### src/logic/colorMapperPkg.sv
package colorMapperPkg;

	typedef logic [10:0] screenCoordT;
	typedef logic signed [12:0] worldCoordT;
	typedef logic [12:0] spriteAddrT;
	typedef logic [18:0] imageAddrT;
	typedef logic [7:0] colorIndexT;
	typedef logic [3:0] spriteIndexT;
	typedef logic [23:0] rgbT;

	// Encoding matches the direction input from the keyboard logic
	typedef enum logic [1:0] {faceUp, faceRight, faceDown, faceLeft} facingT;
	typedef enum logic [1:0] {rest1, move1, rest2, move2} walkPhaseT;
	typedef enum logic {gameStart, gameOverworld} gameStateT;

	typedef struct packed {
		facingT facing;
		walkPhaseT phase;
	} animFrameT;

	typedef struct packed {
		logic active;
		facingT dir;
	} cameraStepT;

	typedef struct packed {
		worldCoordT x;
		worldCoordT y;
	} cameraPosT;

	typedef struct packed {
		logic blank;
		logic characterHere;
		logic inMap;
		logic isOverworld;
	} pixelTagT;

	localparam logic [7:0] startKey = 8'h2c;

	// Player sprite window, fixed at screen centre
	localparam screenCoordT charLeft = 11'd311;
	localparam screenCoordT charRight = 11'd329;
	localparam screenCoordT charTop = 11'd340;
	localparam screenCoordT charBottom = 11'd368;

	localparam spriteAddrT spriteStride = 13'd228;
	localparam spriteAddrT frameWidth = 13'd19;

	localparam imageAddrT mapWidth = 19'd320;
	localparam imageAddrT mapHeight = 19'd240;
	localparam imageAddrT mapScale = 19'd4;
	localparam imageAddrT startWidth = 19'd320;
	localparam imageAddrT startScale = 19'd2;

	localparam worldCoordT cameraStart = 13'sd100;
	localparam worldCoordT cameraMinX = -13'sd311;
	localparam worldCoordT cameraMaxX = 13'sd951;
	localparam worldCoordT cameraMinY = -13'sd340;
	localparam worldCoordT cameraMaxY = 13'sd594;

	localparam int stepPeriod = 8;

	localparam rgbT rgbBlack = 24'h000000;

	// Index 0 is never shown, the map shows through instead
	localparam rgbT characterPalette [16] = '{
		24'h000000, 24'hf8f8f8, 24'h181818, 24'hf8b888,
		24'hd87050, 24'h883818, 24'h3050c8, 24'h1828a0,
		24'he83020, 24'h901810, 24'h48a848, 24'h206820,
		24'hf0d040, 24'hb08820, 24'h888888, 24'h505050
	};

endpackage

### src/logic/colorMapper.sv
`timescale 1ns/100ps

module colorMapper import colorMapperPkg::*; (
	input logic Clk,
	input logic rstN,
	input logic [7:0] keycode,
	input logic moving,
	input facingT direction,
	input logic frameTick,
	input screenCoordT drawX,
	input screenCoordT drawY,
	input logic blank,
	input spriteIndexT spriteData,
	input colorIndexT mapData,
	input colorIndexT startData,
	output spriteAddrT spriteAddr,
	output imageAddrT mapAddr,
	output imageAddrT startAddr,
	output rgbT rgb
);

	animFrameT animFrame;
	cameraStepT step;
	cameraPosT camera;
	gameStateT gameState;
	pixelTagT tag;

	// Frame-rate side
	walkAnimator animator0 (
		.Clk, .rstN, .frameTick, .moving, .direction,
		.animFrame, .step
	);

	sceneControl scene0 (
		.Clk, .rstN, .frameTick, .keycode, .step,
		.gameState, .camera
	);

	// Pixel side, two stages around the external memories
	pixelAddressGen addrGen0 (
		.Clk, .rstN, .drawX, .drawY, .blank,
		.animFrame, .camera, .gameState,
		.spriteAddr, .mapAddr, .startAddr, .tag
	);

	pixelColor color0 (
		.Clk, .rstN, .tag, .spriteData, .mapData, .startData,
		.rgb
	);

endmodule

### src/logic/pixelAddressGen.sv
`timescale 1ns/100ps

module pixelAddressGen import colorMapperPkg::*; (
	input logic Clk,
	input logic rstN,
	input screenCoordT drawX,
	input screenCoordT drawY,
	input logic blank,
	input animFrameT animFrame,
	input cameraPosT camera,
	input gameStateT gameState,
	output spriteAddrT spriteAddr,
	output imageAddrT mapAddr,
	output imageAddrT startAddr,
	output pixelTagT tag
);

	worldCoordT worldX, worldY;
	imageAddrT mapCol, mapRow;
	logic onWorld, inMapNext, characterNext;
	spriteAddrT frameSlot, spriteNext;
	imageAddrT mapNext, startNext;

	always_comb begin
		worldX = $signed({2'b00, drawX}) + camera.x;
		worldY = $signed({2'b00, drawY}) + camera.y;
		onWorld = !worldX[12] && !worldY[12];
		mapCol = imageAddrT'(worldX) / mapScale;
		mapRow = imageAddrT'(worldY) / mapScale;
		inMapNext = onWorld && (mapCol < mapWidth) && (mapRow < mapHeight);
		mapNext = onWorld ? mapRow * mapWidth + mapCol : '0;

		startNext = imageAddrT'(drawY) / startScale * startWidth
			+ imageAddrT'(drawX) / startScale;

		// Sheet order is down, left, up, right with three slots each
		case (animFrame.facing)
			faceDown: frameSlot = 13'd0;
			faceLeft: frameSlot = 13'd3;
			faceUp: frameSlot = 13'd6;
			default: frameSlot = 13'd9;
		endcase
		case (animFrame.phase)
			move1: frameSlot = frameSlot;
			move2: frameSlot = frameSlot + 13'd2;
			default: frameSlot = frameSlot + 13'd1;
		endcase

		characterNext = (drawX >= charLeft) && (drawX <= charRight)
			&& (drawY >= charTop) && (drawY <= charBottom);
		spriteNext = characterNext ? spriteAddrT'(drawY - charTop) * spriteStride
			+ spriteAddrT'(drawX - charLeft) + frameSlot * frameWidth : '0;
	end

	always_ff @(posedge Clk) begin
		if (!rstN) begin
			spriteAddr <= '0;
			mapAddr <= '0;
			startAddr <= '0;
			tag <= '0;
		end else begin
			spriteAddr <= spriteNext;
			mapAddr <= mapNext;
			startAddr <= startNext;
			tag <= '{blank, characterNext, inMapNext, gameState == gameOverworld};
		end
	end

endmodule

### src/logic/pixelColor.sv
`timescale 1ns/100ps

module pixelColor import colorMapperPkg::*; (
	input logic Clk,
	input logic rstN,
	input pixelTagT tag,
	input spriteIndexT spriteData,
	input colorIndexT mapData,
	input colorIndexT startData,
	output rgbT rgb
);

	// Tag lines up with the memory read data one cycle later
	pixelTagT tagD;

	// 3-3-2 index to 8 bits per channel by bit replication
	function automatic rgbT expand332(colorIndexT index);
		logic [2:0] r, g;
		logic [1:0] b;
		r = index[7:5];
		g = index[4:2];
		b = index[1:0];
		return {r, r, r[2:1], g, g, g[2:1], b, b, b, b};
	endfunction

	always_ff @(posedge Clk) begin
		if (!rstN) begin
			tagD <= '0;
			rgb <= rgbBlack;
		end else begin
			tagD <= tag;
			if (!tagD.blank) begin
				rgb <= rgbBlack;
			end else if (!tagD.isOverworld) begin
				rgb <= expand332(startData);
			end else if (!tagD.inMap) begin
				rgb <= rgbBlack;
			end else if (tagD.characterHere && spriteData != '0) begin
				rgb <= characterPalette[spriteData];
			end else begin
				rgb <= expand332(mapData);
			end
		end
	end

endmodule

### src/logic/sceneControl.sv
`timescale 1ns/100ps

module sceneControl import colorMapperPkg::*; (
	input logic Clk,
	input logic rstN,
	input logic frameTick,
	input logic [7:0] keycode,
	input cameraStepT step,
	output gameStateT gameState,
	output cameraPosT camera
);

	always_ff @(posedge Clk) begin
		if (!rstN) begin
			gameState <= gameStart;
			camera.x <= '0;
			camera.y <= '0;
		end else if (frameTick) begin
			case (gameState)
				gameStart: begin
					if (keycode == startKey) begin
						gameState <= gameOverworld;
						camera.x <= cameraStart;
						camera.y <= cameraStart;
					end
				end
				default: begin
					// Bounds checked before the move, so max may be passed by one
					if (step.active) begin
						case (step.dir)
							faceUp: begin
								if (camera.y > cameraMinY) camera.y <= camera.y - 1'b1;
							end
							faceDown: begin
								if (camera.y <= cameraMaxY) camera.y <= camera.y + 1'b1;
							end
							faceRight: begin
								if (camera.x <= cameraMaxX) camera.x <= camera.x + 1'b1;
							end
							default: begin
								if (camera.x > cameraMinX) camera.x <= camera.x - 1'b1;
							end
						endcase
					end
				end
			endcase
		end
	end

endmodule

### src/logic/walkAnimator.sv
`timescale 1ns/100ps

module walkAnimator import colorMapperPkg::*; (
	input logic Clk,
	input logic rstN,
	input logic frameTick,
	input logic moving,
	input facingT direction,
	output animFrameT animFrame,
	output cameraStepT step
);

	localparam int delayBits = $clog2(stepPeriod);

	logic [delayBits-1:0] delayCount;
	logic walking;

	// Walking straight ahead, a turn costs one tick with no step
	assign walking = moving && (direction == animFrame.facing);

	always_comb begin
		step.active = frameTick && walking;
		step.dir = animFrame.facing;
	end

	always_ff @(posedge Clk) begin
		if (!rstN) begin
			animFrame.facing <= faceUp;
			animFrame.phase <= rest1;
			delayCount <= '0;
		end else if (frameTick) begin
			if (!moving) begin
				animFrame.phase <= rest1;
			end else if (!walking) begin
				animFrame.facing <= direction;
				animFrame.phase <= rest1;
			end else begin
				if (delayCount == delayBits'(stepPeriod - 1)) begin
					delayCount <= '0;
				end else begin
					delayCount <= delayCount + 1'b1;
				end
				// Phase moves once per stepPeriod steps
				if (delayCount == '0) begin
					case (animFrame.phase)
						rest1: animFrame.phase <= move1;
						move1: animFrame.phase <= rest2;
						rest2: animFrame.phase <= move2;
						default: animFrame.phase <= rest1;
					endcase
				end
			end
		end
	end

endmodule

### config.mk
export PLATFORM = sky130hd
export DESIGN_NAME = colorMapper
export DESIGN_NICKNAME = d
export VERILOG_FILES = /design/src/logic/colorMapperPkg.sv /design/src/logic/colorMapper.sv /design/src/logic/pixelAddressGen.sv /design/src/logic/pixelColor.sv /design/src/logic/sceneControl.sv /design/src/logic/walkAnimator.sv
export SDC_FILE = /design/constraint.sdc
export NUM_CORES = 1
export LEC_CHECK = 0
export ABC_CLOCK_PERIOD_IN_PS = 5900
export BUFFER_PORTS_ARGS = -buffer_cell sky130_fd_sc_hd__buf_2
export CORE_UTILIZATION = 28
export CTS_BUF_LIST = sky130_fd_sc_hd__clkbuf_8
export DETAILED_ROUTE_END_ITERATION = 6
export PLACE_DENSITY_LB_ADDON = 0.08
export SYNTH_ARGS = -nofsm -noshare
export SYNTH_HDL_FRONTEND = slang
export SYNTH_HIERARCHICAL = 1
export SYNTH_SLANG_ARGS = --single-unit
### constraint.sdc
create_clock -name Clk -period 5.9 [get_ports Clk]
set_clock_uncertainty 0.2 [all_clocks]
set_input_delay 0.59 -clock Clk [delete_from_list [all_inputs] [get_ports Clk]]
set_output_delay 0.59 -clock Clk [all_outputs]
set_load 0.02 [all_outputs]
# ---- Word level (Yosys, flattened, before mapping)
# Memory sizes are Yosys's and may differ from the RTL's.
# Cells that the tools add are included.
dict set report totals {
  rom_bits 384
  inputBits 57
  memories 1
  out_inout_bits 75
  latchBits 0
  ram_bits 0
  wordCells 116
  regBits 117
}
dict set report classes {
  n_mux 23
  multipliers 4
  n_div 0
  n_shift 0
  n_bitwise 2
  order_cmp 11
  n_reduce_logical 25
  n_addsub 15
  n_eq_ne 17
}
# memory depth width rd rd_ports_with_merged_regs write_ports line
set mem_list {}
lappend mem_list {{(name not given)} 16 24 1 0 0 pixelColor.sv:39} ;# rgb <= characterPalette[spriteData];
# operator count
set ops {}
lappend ops {{2-to-1 mux 24 bit} 5}
lappend ops {{2-to-1 mux 26 bit} 3}
lappend ops {{case mux 13 bit (2 select lines)} 3}
lappend ops {{2-to-1 mux 13 bit} 4}
lappend ops {{adder 12 x 13 -> 13 bit} 2}
lappend ops {{adder 13 x 1 -> 13 bit (second input constant)} 2}
lappend ops {{adder 13 bit} 2}
lappend ops {{greater-than comparator 13 x 10 -> 1 bit (second input constant)} 2}
lappend ops {{less-or-equal comparator 13 x 11 -> 1 bit (second input constant)} 2}
lappend ops {{subtractor 13 x 1 -> 13 bit (second input constant)} 2}
lappend ops {{subtractor 11 x 9 -> 12 bit (second input constant)} 2}
lappend ops {{>= comparator 11 x 9 -> 1 bit (second input constant)} 2}
lappend ops {{less-or-equal comparator 11 x 9 -> 1 bit (second input constant)} 2}
lappend ops {{adder 19 x 10 -> 19 bit} 1}
lappend ops {{adder 19 x 17 -> 19 bit} 1}
lappend ops {{less-than comparator 17 x 8 -> 1 bit (second input constant)} 1}
lappend ops {{less-than comparator 17 x 9 -> 1 bit (second input constant)} 1}
lappend ops {{multiplier 17 x 3 -> 13 bit (second input constant)} 1}
lappend ops {{!= test 3 bit (second input constant)} 5}
lappend ops {{multiplier 10 x 3 -> 13 bit (second input constant)} 1}
lappend ops {{multiplier 13 x 5 -> 13 bit (second input constant)} 1}
lappend ops {{multiplier 13 x 6 -> 11 bit (second input constant)} 1}
lappend ops {{case mux 4 bit (3 select lines)} 1}
lappend ops {{AND reduction 6 bit} 2}
lappend ops {{26 further kinds} 48}

# ---- Logic depth before layout (Yosys ltp)
# Gate-level depths: netlist of run 1.
dict set report depth {
  word_depth 7
  mapped_depth 22
  ltp_nobuf 22
}

# ---- By module
# Netlist of run 1, hierarchy kept.
# mod cells_each seq_area_each_um2 n_inst area_each_um2
set by_module_without_submodules {}
lappend by_module_without_submodules {pixelAddressGen 720 1101.1 1 6207.2}
lappend by_module_without_submodules {sceneControl 304 540.5 1 2333.5}
lappend by_module_without_submodules {pixelColor 141 540.5 1 1313.8}
lappend by_module_without_submodules {walkAnimator 48 140.1 1 411.6}

# ---- Worst setup path before layout of run 1
# No wires, ideal clock.
dict set report synth_timing {
  path_type {input -> register}
  from {in drawY[2]}
  to {reg addrGen0.spriteAddr[12]}
  setup_time_ns 0.115
  n_path_buf 0
  path_slack_ns 0.336
  stages 20
  t_arrival_ns 5.249
  t_required_ns 5.585
  cell_sequence {inv_1 ha_1 nand2b_1 nor2b_1 xnor2_1 inv_1 fa_1 inv_1 ha_1 fa_1 ha_1 ha_1 inv_1 fa_1 inv_1 ha_1 o41ai_1 o21ai_0 xnor2_1 and2_1}
}
dict set report synth_between {
  elab_chain_cells 4
  elab_cells_between_ends 9
  classes_between {3 x add/sub; 1 x mul; 2 x order compare; 3 x reduce/logical}
}
# element line
set synth_lines {}
lappend synth_lines {{from (decl)} colorMapper.sv:11} ;# input screenCoordT drawY,
lappend synth_lines {{subtractor 11 x 9 -> 12 bit / >= comparator 11 x 9 -> 1 bit (equally long branches)} {pixelAddressGen.sv:51, pixelAddressGen.sv:50}}
lappend synth_lines {{multiplier 13 x 6 -> 11 bit / logical AND 1 bit (equally long branches)} {pixelAddressGen.sv:51, pixelAddressGen.sv:50}}
lappend synth_lines {{adder 13 bit / logical AND 1 bit (equally long branches)} {pixelAddressGen.sv:52, pixelAddressGen.sv:50}}
lappend synth_lines {{adder 13 bit / AND reduction 2 bit (equally long branches)} n/a}
lappend synth_lines {{to (signal assigned)} pixelAddressGen.sv:62} ;# spriteAddr <= spriteNext;
lappend synth_lines {{to (decl)} pixelAddressGen.sv:12} ;# output spriteAddrT spriteAddr,
# Several ways; a longest one is shown, not always the timed one.
# A chain may end at the register's enable or synchronous reset.

# ---- Worst setup path in the final report of run 1
# Ends and elaborated chain as after synthesis.

==> flow_metrics.env, run 1 <==
export IMPL_hold_violations=0
export IMPL_hold_buffers=0
export IMPL_synthesis_nets=1451
export IMPL_numCtsBuffers=17
export IMPL_firstDrtPassIters=7
export IMPL_max_slew_margin_pct=46.06
export IMPL_drtIter0Drc=339
export IMPL_fin_ws_ps=582.9
export IMPL_wl_met1_mm=14.03
export IMPL_wire_per_inst_um=15.72
export IMPL_cts_buffer_depth=2
export IMPL_timing_final_crit_share_pct=90.12
export IMPL_critPathMaxStageDelay_ps=530
export IMPL_wl_met3_um=627
export IMPL_overflow=0
export IMPL_crit_buf_inv=6
export IMPL_ant_nets=0
export IMPL_drc=11
export IMPL_grt_setup_unrepaired="no"
export IMPL_cts_repair_resized=0
export IMPL_htree_levels=4
export IMPL_rows=69
export IMPL_min_period_ps=5317
export IMPL_ir_worst_vdd_mv=0.1167
export IMPL_critPathLaunchType="input port"
export IMPL_clock_sinks=116
export IMPL_crit_chain="buf_2, inv_1, ha_1, nand2b_1, nor2b_1, xnor2_1, inv_1, fa_1, inv_1, ha_1, fa_1, ha_1, ha_1, inv_1, fa_1, inv_1, ha_1, o41ai_1, o21ai_0, xnor2_1, and2_1"
export IMPL_clock_latency_ps=450
export IMPL_worstHoldPathType="input port to flip-flop"
export IMPL_post_route_util_pct=33.19
export IMPL_crit_fanout=5
export IMPL_top_layer_used="met4"
export IMPL_synth_ff_type="dfxtp_1"
export IMPL_cts_tree="yes"
export IMPL_synth_edf_count=0
export IMPL_dpl_hpwl_mm=22.86
export IMPL_drt_wl_total_mm=28.74
export IMPL_vias=8814
export IMPL_synth_cells=1213
export IMPL_maxCapViolations=0
export IMPL_boundaryPins=132
export IMPL_p_leak_uw=0.005496
export IMPL_antenna_cells=0
export IMPL_synth_seq_cells=116
export IMPL_tightest_slew_ps=803.4
export IMPL_synth_warnings=6
export IMPL_grt_use_total_pct=15.97
export IMPL_start_util_pct=28.65
export IMPL_tns_ps=0
export IMPL_syn_area_per_cell_um2=8.463
export IMPL_grt_max_degree=37
export IMPL_end_kind="flip-flop"
export IMPL_synthDistinctLibCells=83
export IMPL_slew_viol_final=0
export IMPL_drive_above_1_share_pct=15.22
export IMPL_power_density_nw_per_um2=254.2
export IMPL_dr_wl_met2_mm=13.66
export IMPL_path_delay_family="adder cells"
export IMPL_cp_slowest_cell="fa_1"
export IMPL_nets=1592
export IMPL_postCtsSetupBuffers=0
export IMPL_critical_path_class="input port to flip-flop"
export IMPL_status="finished, violations left"
export IMPL_worstPathRequired_ps=6040
export IMPL_antenna_found_initial=0
export IMPL_crit_arrival_ps=5460
export IMPL_via_per_inst=4.822
export IMPL_async_flop_share_pct=0
export IMPL_violations="DRC"
export IMPL_die_y_um=193.5
export IMPL_ys_seq_area_share_pct=22.62
export IMPL_io_buffers=131
export IMPL_place_ws_ps=71.51
export IMPL_grt_pass1_vias=9009
export IMPL_syn_area_um2=10270
export IMPL_clk_pin_slew_worst_paths_ps=70
export IMPL_place_gp_congestion=0.7903
export IMPL_grt_pass1_wl_mm=47.85
export IMPL_max_freq_mhz=188.1
export IMPL_core_area_um2=35830
export IMPL_root_buffer="clkbuf_8"
export IMPL_die_x_um=193.5
export IMPL_syn2layout_area_growth_pct=15.84
export IMPL_setup_viol=0
export IMPL_fp_dieArea_um2=37430
==> Yosys cell counts (all sizes together) (13+ instances only) <==
cell	instances	share of area, %
clkbuf	16	0.59
a21oi	83	4.2
a21o	19	1.4
dfxtp	116	23
nor3	27	1.5
o21a	13	0.95
inv	112	4.1
a211oi	17	1.3
nand3	32	1.6
o21ai	73	3.7
nand4	16	0.98
ha	150	18
xor2	38	3.2
nor2b	21	1.3
and2	30	1.9
xnor2	66	5.6
nor2	102	3.7
nand2	75	2.8
fa	31	6.0
nand2b	13	0.79
==> metal layers <==
| layer | global-route usage [%] | up-vias |
|---|---|---|
| met5 | 0 | - |
| met4 | 4.207 | 0 |
| met3 | 2.354 | 19 |
| met2 | 27.66 | 95 |
| met1 | 20.61 | 4119 |
| li1 | - | 4581 |
==> layout make-up <==
class / count / area [µm²]
Clock buffer: 17 / 234.0
Timing Repair Buffer: 149 / 790.8
Multi-Input combinational cell: 958 / 7382
Clock inverter: 15 / 166.4
Fill cell: 3818 / 23940
Inverter: 112 / 420.4
Sequential cell: 116 / 2322
Tap cell: 461 / 576.8
==> flip-flops by register name, summed over array words and instances (netlist names) <==
signal,flops
scene0/gameState,1
animator0/delayCount,3
color0/rgb,23
addrGen0/startAddr,19
addrGen0/mapAddr,19
animator0/animFrame,4
scene0/camera,26
color0/tagD,4
addrGen0/spriteAddr,13
addrGen0/tag,4
==> cells by family after synthesis <==
logic type,share of synthesized area (%)
simple gates,17.56
compound gates,19.93
fa+ha+maj,24.33
buf+inv,5.533
flops,22.62
xor+xnor,8.873
mux,1.158
==> final timing paths <==
| path | start | endpoint | slack [ps] | cells past startpoint |
|---|---|---|---|---|
| max | drawY[2] | addrGen0/spriteAddr[12] | 580 | 21 |
| min | blank | addrGen0/tag[3] | 160 | 2 |
| max reg2reg | scene0/camera[1] | addrGen0/mapAddr[18] | 620 | 21 |
| min reg2reg | addrGen0/tag[3] | color0/tagD[3] | 240 | 1 |
==> stage by stage <==
step	hold slack, ps	power (µW)	cell area (µm²)	cells
global route	134.9	3319	11890	1828
finish	164.5	3023	11890	1828
global placement	223.3	2287	11490	1796
CTS	128.8	3097	11890	1828
floorplan	211.8	1951	10270	1213
detailed placement	229.6	2279	11490	1796
==> worst register-to-register path: cells and delay by family (launching register included) <==
| family | cells | cell delay [ps] |
|---|---|---|
| XOR/XNOR | 3 | 540 |
| flip-flops | 1 | 380 |
| adder cells (fa/ha/maj) | 4 | 1310 |
| AO/OA/AOI/OAI | 5 | 1220 |
| AND/OR/NAND/NOR | 8 | 1310 |
| buffers and inverters | 1 | 220 |
==> cells in the final DEF (no fill, tap or decap), types with 8 or more instances in the layout <==
| master | n |
|---|---|
| a21o_1 | 19 |
| nand2b_1 | 13 |
| inv_1 | 115 |
| o21bai_1 | 10 |
| o21a_1 | 13 |
| buf_2 | 131 |
| dfxtp_1 | 116 |
| ha_1 | 150 |
| xnor2_1 | 66 |
| and2_1 | 29 |
| and3_1 | 9 |
| a211oi_1 | 16 |
| nor2_1 | 102 |
| nor3_1 | 25 |
| xor2_1 | 38 |
| o21ai_0 | 63 |
| or3_1 | 8 |
| clkbuf_8 | 17 |
| nand4_1 | 16 |
| buf_4 | 18 |
| nand3_1 | 32 |
| nand2_1 | 73 |
| a21oi_1 | 81 |
| nor2b_1 | 21 |
| fa_1 | 31 |
| o211ai_1 | 10 |
==> where the power goes <==
part | leakage (µW) | internal (µW) | switching, µW
registers | 0.000946 | 817 | 9.63
clock network | 0.000198 | 413 | 376
logic | 0.00435 | 641 | 765
Note: power is estimated with default switching activity, not from simulation.
==> run 2, diff against run 1 <==
Settings changed: CELL_PAD_IN_SITES_DETAIL_PLACEMENT set to 0, CELL_PAD_IN_SITES_GLOBAL_PLACEMENT set to 1.
==> flow_metrics.env, run 2 (same netlist as run 1, synthesis figures left out) <==
export IMPL_status="finished, violations left"
export IMPL_antenna_found_initial=0
export IMPL_boundaryPins=132
export IMPL_crit_arrival_ps=5360
export IMPL_hold_violations=0
export IMPL_drtIter0Drc=310
export IMPL_final_seq_area_um2=2322
export IMPL_die_y_um=193.5
export IMPL_drt_wl_total_mm=29.00
export IMPL_overflow=0
export IMPL_cts_buffer_depth=2
export IMPL_critPathLaunchType="input port"
export IMPL_drive_above_1_share_pct=15.35
export IMPL_via_per_inst=4.812
export IMPL_stdcell_count=1829
export IMPL_cts_repair_resized=0
export IMPL_clock_latency_ps=470
export IMPL_antenna_cells=0
export IMPL_cp_slowest_cell="fa_1"
export IMPL_dpl_hpwl_mm=23.04
export IMPL_postCtsSetupBuffers=0
export IMPL_slew_viol_final=0
export IMPL_cts_tree="yes"
export IMPL_hold_buffers=0
export IMPL_timing_final_crit_share_pct=88.31
export IMPL_fillers=3895
export IMPL_grt_pass1_wl_mm=47.20
export IMPL_min_period_ps=5211
export IMPL_ir_worst_vdd_mv=0.1151
export IMPL_start_util_pct=28.65
export IMPL_largest_register_ffs=26
export IMPL_wire_per_inst_um=15.85
export IMPL_grt_pass1_vias=8905
export IMPL_setup_viol=0
export IMPL_critPathMaxStageDelay_ps=530
export IMPL_multi_input_area_um2=7382
export IMPL_nets=1593
export IMPL_path_delay_family="adder cells"
export IMPL_firstDrtPassIters=6
export IMPL_rows=69
export IMPL_crit_fanout=4
export IMPL_p_leak_uw=0.005503
export IMPL_root_buffer="clkbuf_8"
export IMPL_top_regs="scene0/camera: 26 flops, color0/rgb: 23 flops"
export IMPL_ant_nets=0
export IMPL_violations="DRC"
export IMPL_rr_worst_depth=21
export IMPL_p_total_uw=3008
export IMPL_dp_cells=1797
export IMPL_worstPathRequired_ps=6050
export IMPL_critical_path_class="input port to flip-flop"
export IMPL_end_kind="flip-flop"
export IMPL_final_common_cell="ha_1"
export IMPL_crit_cells=21
export IMPL_grt_use_total_pct=15.89
export IMPL_tns_ps=0
export IMPL_drc=8
export IMPL_top_register="scene0/camera"
export IMPL_grt_max_degree=44
export IMPL_htree_levels=4
export IMPL_clock_sinks=116
export IMPL_whs_ps=153.8
export IMPL_worstHoldPathType="input port to flip-flop"
export IMPL_core_area_um2=35830
export IMPL_min_path_cells=3
export IMPL_clk_pin_slew_worst_paths_ps=80
export IMPL_syn2layout_area_growth_pct=15.88
export IMPL_die_x_um=193.5
export IMPL_tightest_slew_ps=842.5
export IMPL_vias=8801
export IMPL_crit_chain="buf_2, inv_1, ha_1, nand2b_1, nor2b_1, xnor2_1, inv_1, fa_1, inv_1, ha_1, fa_1, ha_1, ha_1, inv_1, fa_1, inv_1, ha_1, o41ai_1, o21ai_0, xnor2_1, and2_1"
export IMPL_maxCapViolations=0
export IMPL_io_buffers=131
export IMPL_numCtsBuffers=17
export IMPL_power_density_nw_per_um2=252.9
export IMPL_max_slew_margin_pct=43.77
export IMPL_final_cell_mix="150 x ha_1, 131 x buf_2, 116 x dfxtp_1, 114 x inv_1, 102 x nor2_1"
export IMPL_max_freq_mhz=191.9
export IMPL_place_gp_congestion=0.7867
export IMPL_crit_buf_inv=6
export IMPL_fp_dieArea_um2=37430
export IMPL_post_route_util_pct=33.20
export IMPL_grt_setup_unrepaired="no"
run 2: per-stage QoR:
step	instance area, µm²	worst slack, ps
2_1_floorplan	10270	336.2
3_3_place_gp	11500	166.5
3_5_place_dp	11500	156.1
4_1_cts	11900	655.9
5_1_grt	11900	300.7
6_report	11900	689.5
run 2: where the power goes:
group | total, µW | switching (µW) | internal [µW]
Clock | 768 | 372 | 396
Sequential | 828 | 10.4 | 818
Combinational | 1410 | 770 | 642
Total | 3010 | 1150 | 1860
run 2: tightest hold or removal path, delay by kind of cell:
| kind | cells | cell delay [ps] |
|---|---|---|
| compound gates | 1 | 60 |
| buf+inv | 1 | 90 |
| simple gates | 1 | 40 |
run 2: metal layers:
metal | GRT usage, % | wire length (µm)
met5 | 0 | 0
met4 | 5.185 | 505
met3 | 2.336 | 658
met2 | 26.89 | 13540
met1 | 20.64 | 14290
run 2: final timing paths:
check | startpoint | endpoint | slack (ps)
min | startData[4] | color0/rgb[15] | 150
min reg2reg | addrGen0/tag[2] | color0/tagD[2] | 240
max | drawY[2] | addrGen0/spriteAddr[12] | 690
max reg2reg | scene0/camera[1] | addrGen0/mapAddr[18] | 790
run 2: area by class of cell:
| cell class | instances | share of cell area (%) |
|---|---|---|
| Tap cell | 461 | 4.849 |
| Clock buffer | 19 | 2.198 |
| Sequential cell | 116 | 19.52 |
| Inverter | 112 | 3.534 |
| Clock inverter | 13 | 1.136 |
| Multi-Input combinational cell | 958 | 62.05 |
| Timing Repair Buffer | 150 | 6.710 |
==> run 3, diff against run 2 <==
Settings changed: ABC_CLOCK_PERIOD_IN_PS 5900 to 5190.
Clock period 5.9 ns to 5.19 ns, I/O delays scaled along.
==> flow_metrics.env, run 3 (same netlist as run 1, synthesis figures left out) <==
export IMPL_status="finished, violations left"
export IMPL_violations="DRC"
export IMPL_critPathLaunchType="flip-flop"
export IMPL_via_per_inst=4.778
export IMPL_nets=1650
export IMPL_final_seq_area_um2=2322
export IMPL_p_leak_uw=0.005800
export IMPL_drc=8
export IMPL_firstDrtPassIters=7
export IMPL_crit_arrival_ps=5090
export IMPL_boundaryPins=132
export IMPL_antenna_cells=0
export IMPL_top_register="scene0/camera"
export IMPL_ir_worst_vdd_mv=0.1607
export IMPL_cts_tree="yes"
export IMPL_start_util_pct=28.65
export IMPL_path_delay_family="adder cells"
export IMPL_critPathMaxStageDelay_ps=530
export IMPL_io_buffers=131
export IMPL_min_period_ps=4936
export IMPL_critical_path_class="flip-flop to flip-flop"
export IMPL_worstPathRequired_ps=5340
export IMPL_maxCapViolations=0
export IMPL_clock_latency_ps=450
export IMPL_wire_per_inst_um=15.90
export IMPL_postCtsSetupBuffers=0
export IMPL_max_freq_mhz=202.6
export IMPL_fp_dieArea_um2=37430
export IMPL_tightest_slew_ps=924.0
export IMPL_crit_buf_inv=3
export IMPL_setup_viol=0
export IMPL_timing_final_crit_share_pct=95.10
export IMPL_post_route_util_pct=34.64
export IMPL_slew_viol_final=0
export IMPL_hold_violations=0
export IMPL_reg2reg_slack_ps=250
export IMPL_end_kind="flip-flop"
export IMPL_grt_pass1_wl_mm=48.76
export IMPL_clk_pin_slew_worst_paths_ps=90
export IMPL_crit_fanout=4
export IMPL_hold_buffers=0
export IMPL_largest_register_ffs=26
export IMPL_grt_use_total_pct=16.37
export IMPL_final_cell_mix="147 x ha_1, 131 x buf_2, 116 x dfxtp_1, 112 x inv_1, 102 x nor2_1"
export IMPL_ant_nets=0
export IMPL_grt_setup_unrepaired="no"
export IMPL_numCtsBuffers=17
export IMPL_crit_path_frequent_cell="ha_1"
export IMPL_die_x_um=193.5
export IMPL_stdcell_count=1886
export IMPL_antenna_found_initial=0
export IMPL_core_area_um2=35830
export IMPL_clock_sinks=116
export IMPL_crit_chain="inv_1, ha_1, ha_1, mux2_2, fa_1, ha_1, ha_1, inv_1, fa_1, inv_1, fa_1, a21o_1, a21o_1, a21o_1, a21oi_1, o21ai_0, xor2_1, and2_1"
export IMPL_rows=69
export IMPL_worstHoldPathType="input port to flip-flop"
export IMPL_syn2layout_area_growth_pct=20.90
export IMPL_final_common_cell="ha_1"
export IMPL_multi_input_area_um2=7443
export IMPL_tns_ps=0
export IMPL_p_total_uw=3653
export IMPL_top_regs="scene0/camera: 26 flops, color0/rgb: 23 flops"
export IMPL_root_buffer="clkbuf_8"
export IMPL_cp_slowest_cell="fa_1"
export IMPL_die_y_um=193.5
export IMPL_drive_above_1_share_pct=19.37
export IMPL_drtIter0Drc=368
export IMPL_vias=9011
export IMPL_dp_cells=1854
export IMPL_fillers=3741
export IMPL_cts_repair_resized=0
export IMPL_grt_max_degree=25
export IMPL_max_slew_margin_pct=38.40
export IMPL_drt_wl_total_mm=29.98
export IMPL_overflow=0
export IMPL_grt_pass1_vias=9116
export IMPL_dpl_hpwl_mm=23.92
export IMPL_htree_levels=4
export IMPL_power_density_nw_per_um2=294.3
export IMPL_cts_buffer_depth=2
export IMPL_place_gp_congestion=0.7901
-- run 3: through the flow --
stage | hold WS, ps | cell area (µm²) | worst slack, ps
5_1_grt | 45.69 | 12410 | 7.169
4_1_cts | 46.24 | 12410 | 208.3
3_5_place_dp | 219.6 | 11990 | -241.9
2_1_floorplan | 211.8 | 10320 | 47.45
3_3_place_gp | 213.6 | 11990 | -211.7
6_report | 90.90 | 12410 | 254.1
-- run 3: path summary, 6_finish.rpt --
path	end	start	cells after the start
setup reg to reg	addrGen0/spriteAddr[11]	animator0/animFrame[3]	18
setup / recovery	addrGen0/spriteAddr[11]	animator0/animFrame[3]	18
hold / removal	addrGen0/tag[3]	blank	2
hold reg to reg	color0/tagD[2]	addrGen0/tag[2]	1
-- run 3: power breakdown --
part,switching (µW),total (µW),internal (µW)
clock,421,920,499
sequential,10.7,940,929
combinational,924,1790,869
-- run 3: routing by layer --
layer,track usage [%],vias to the layer above,routed length (µm)
met4,4.296,0,398
met5,0,-,0
met3,2.232,18,614
li1,-,4703,-
met1,21.84,4184,15280
met2,27.60,106,13690
-- run 3: layout make-up --
| class | instances | area share [%] |
|---|---|---|
| inverters | 112 | 3.417 |
| well taps | 461 | 4.647 |
| repair buffers | 207 | 9.879 |
| multi-input cells | 958 | 59.97 |
| flip-flops and latches | 116 | 18.71 |
| clock buffers | 19 | 2.107 |
| clock inverters | 13 | 1.270 |
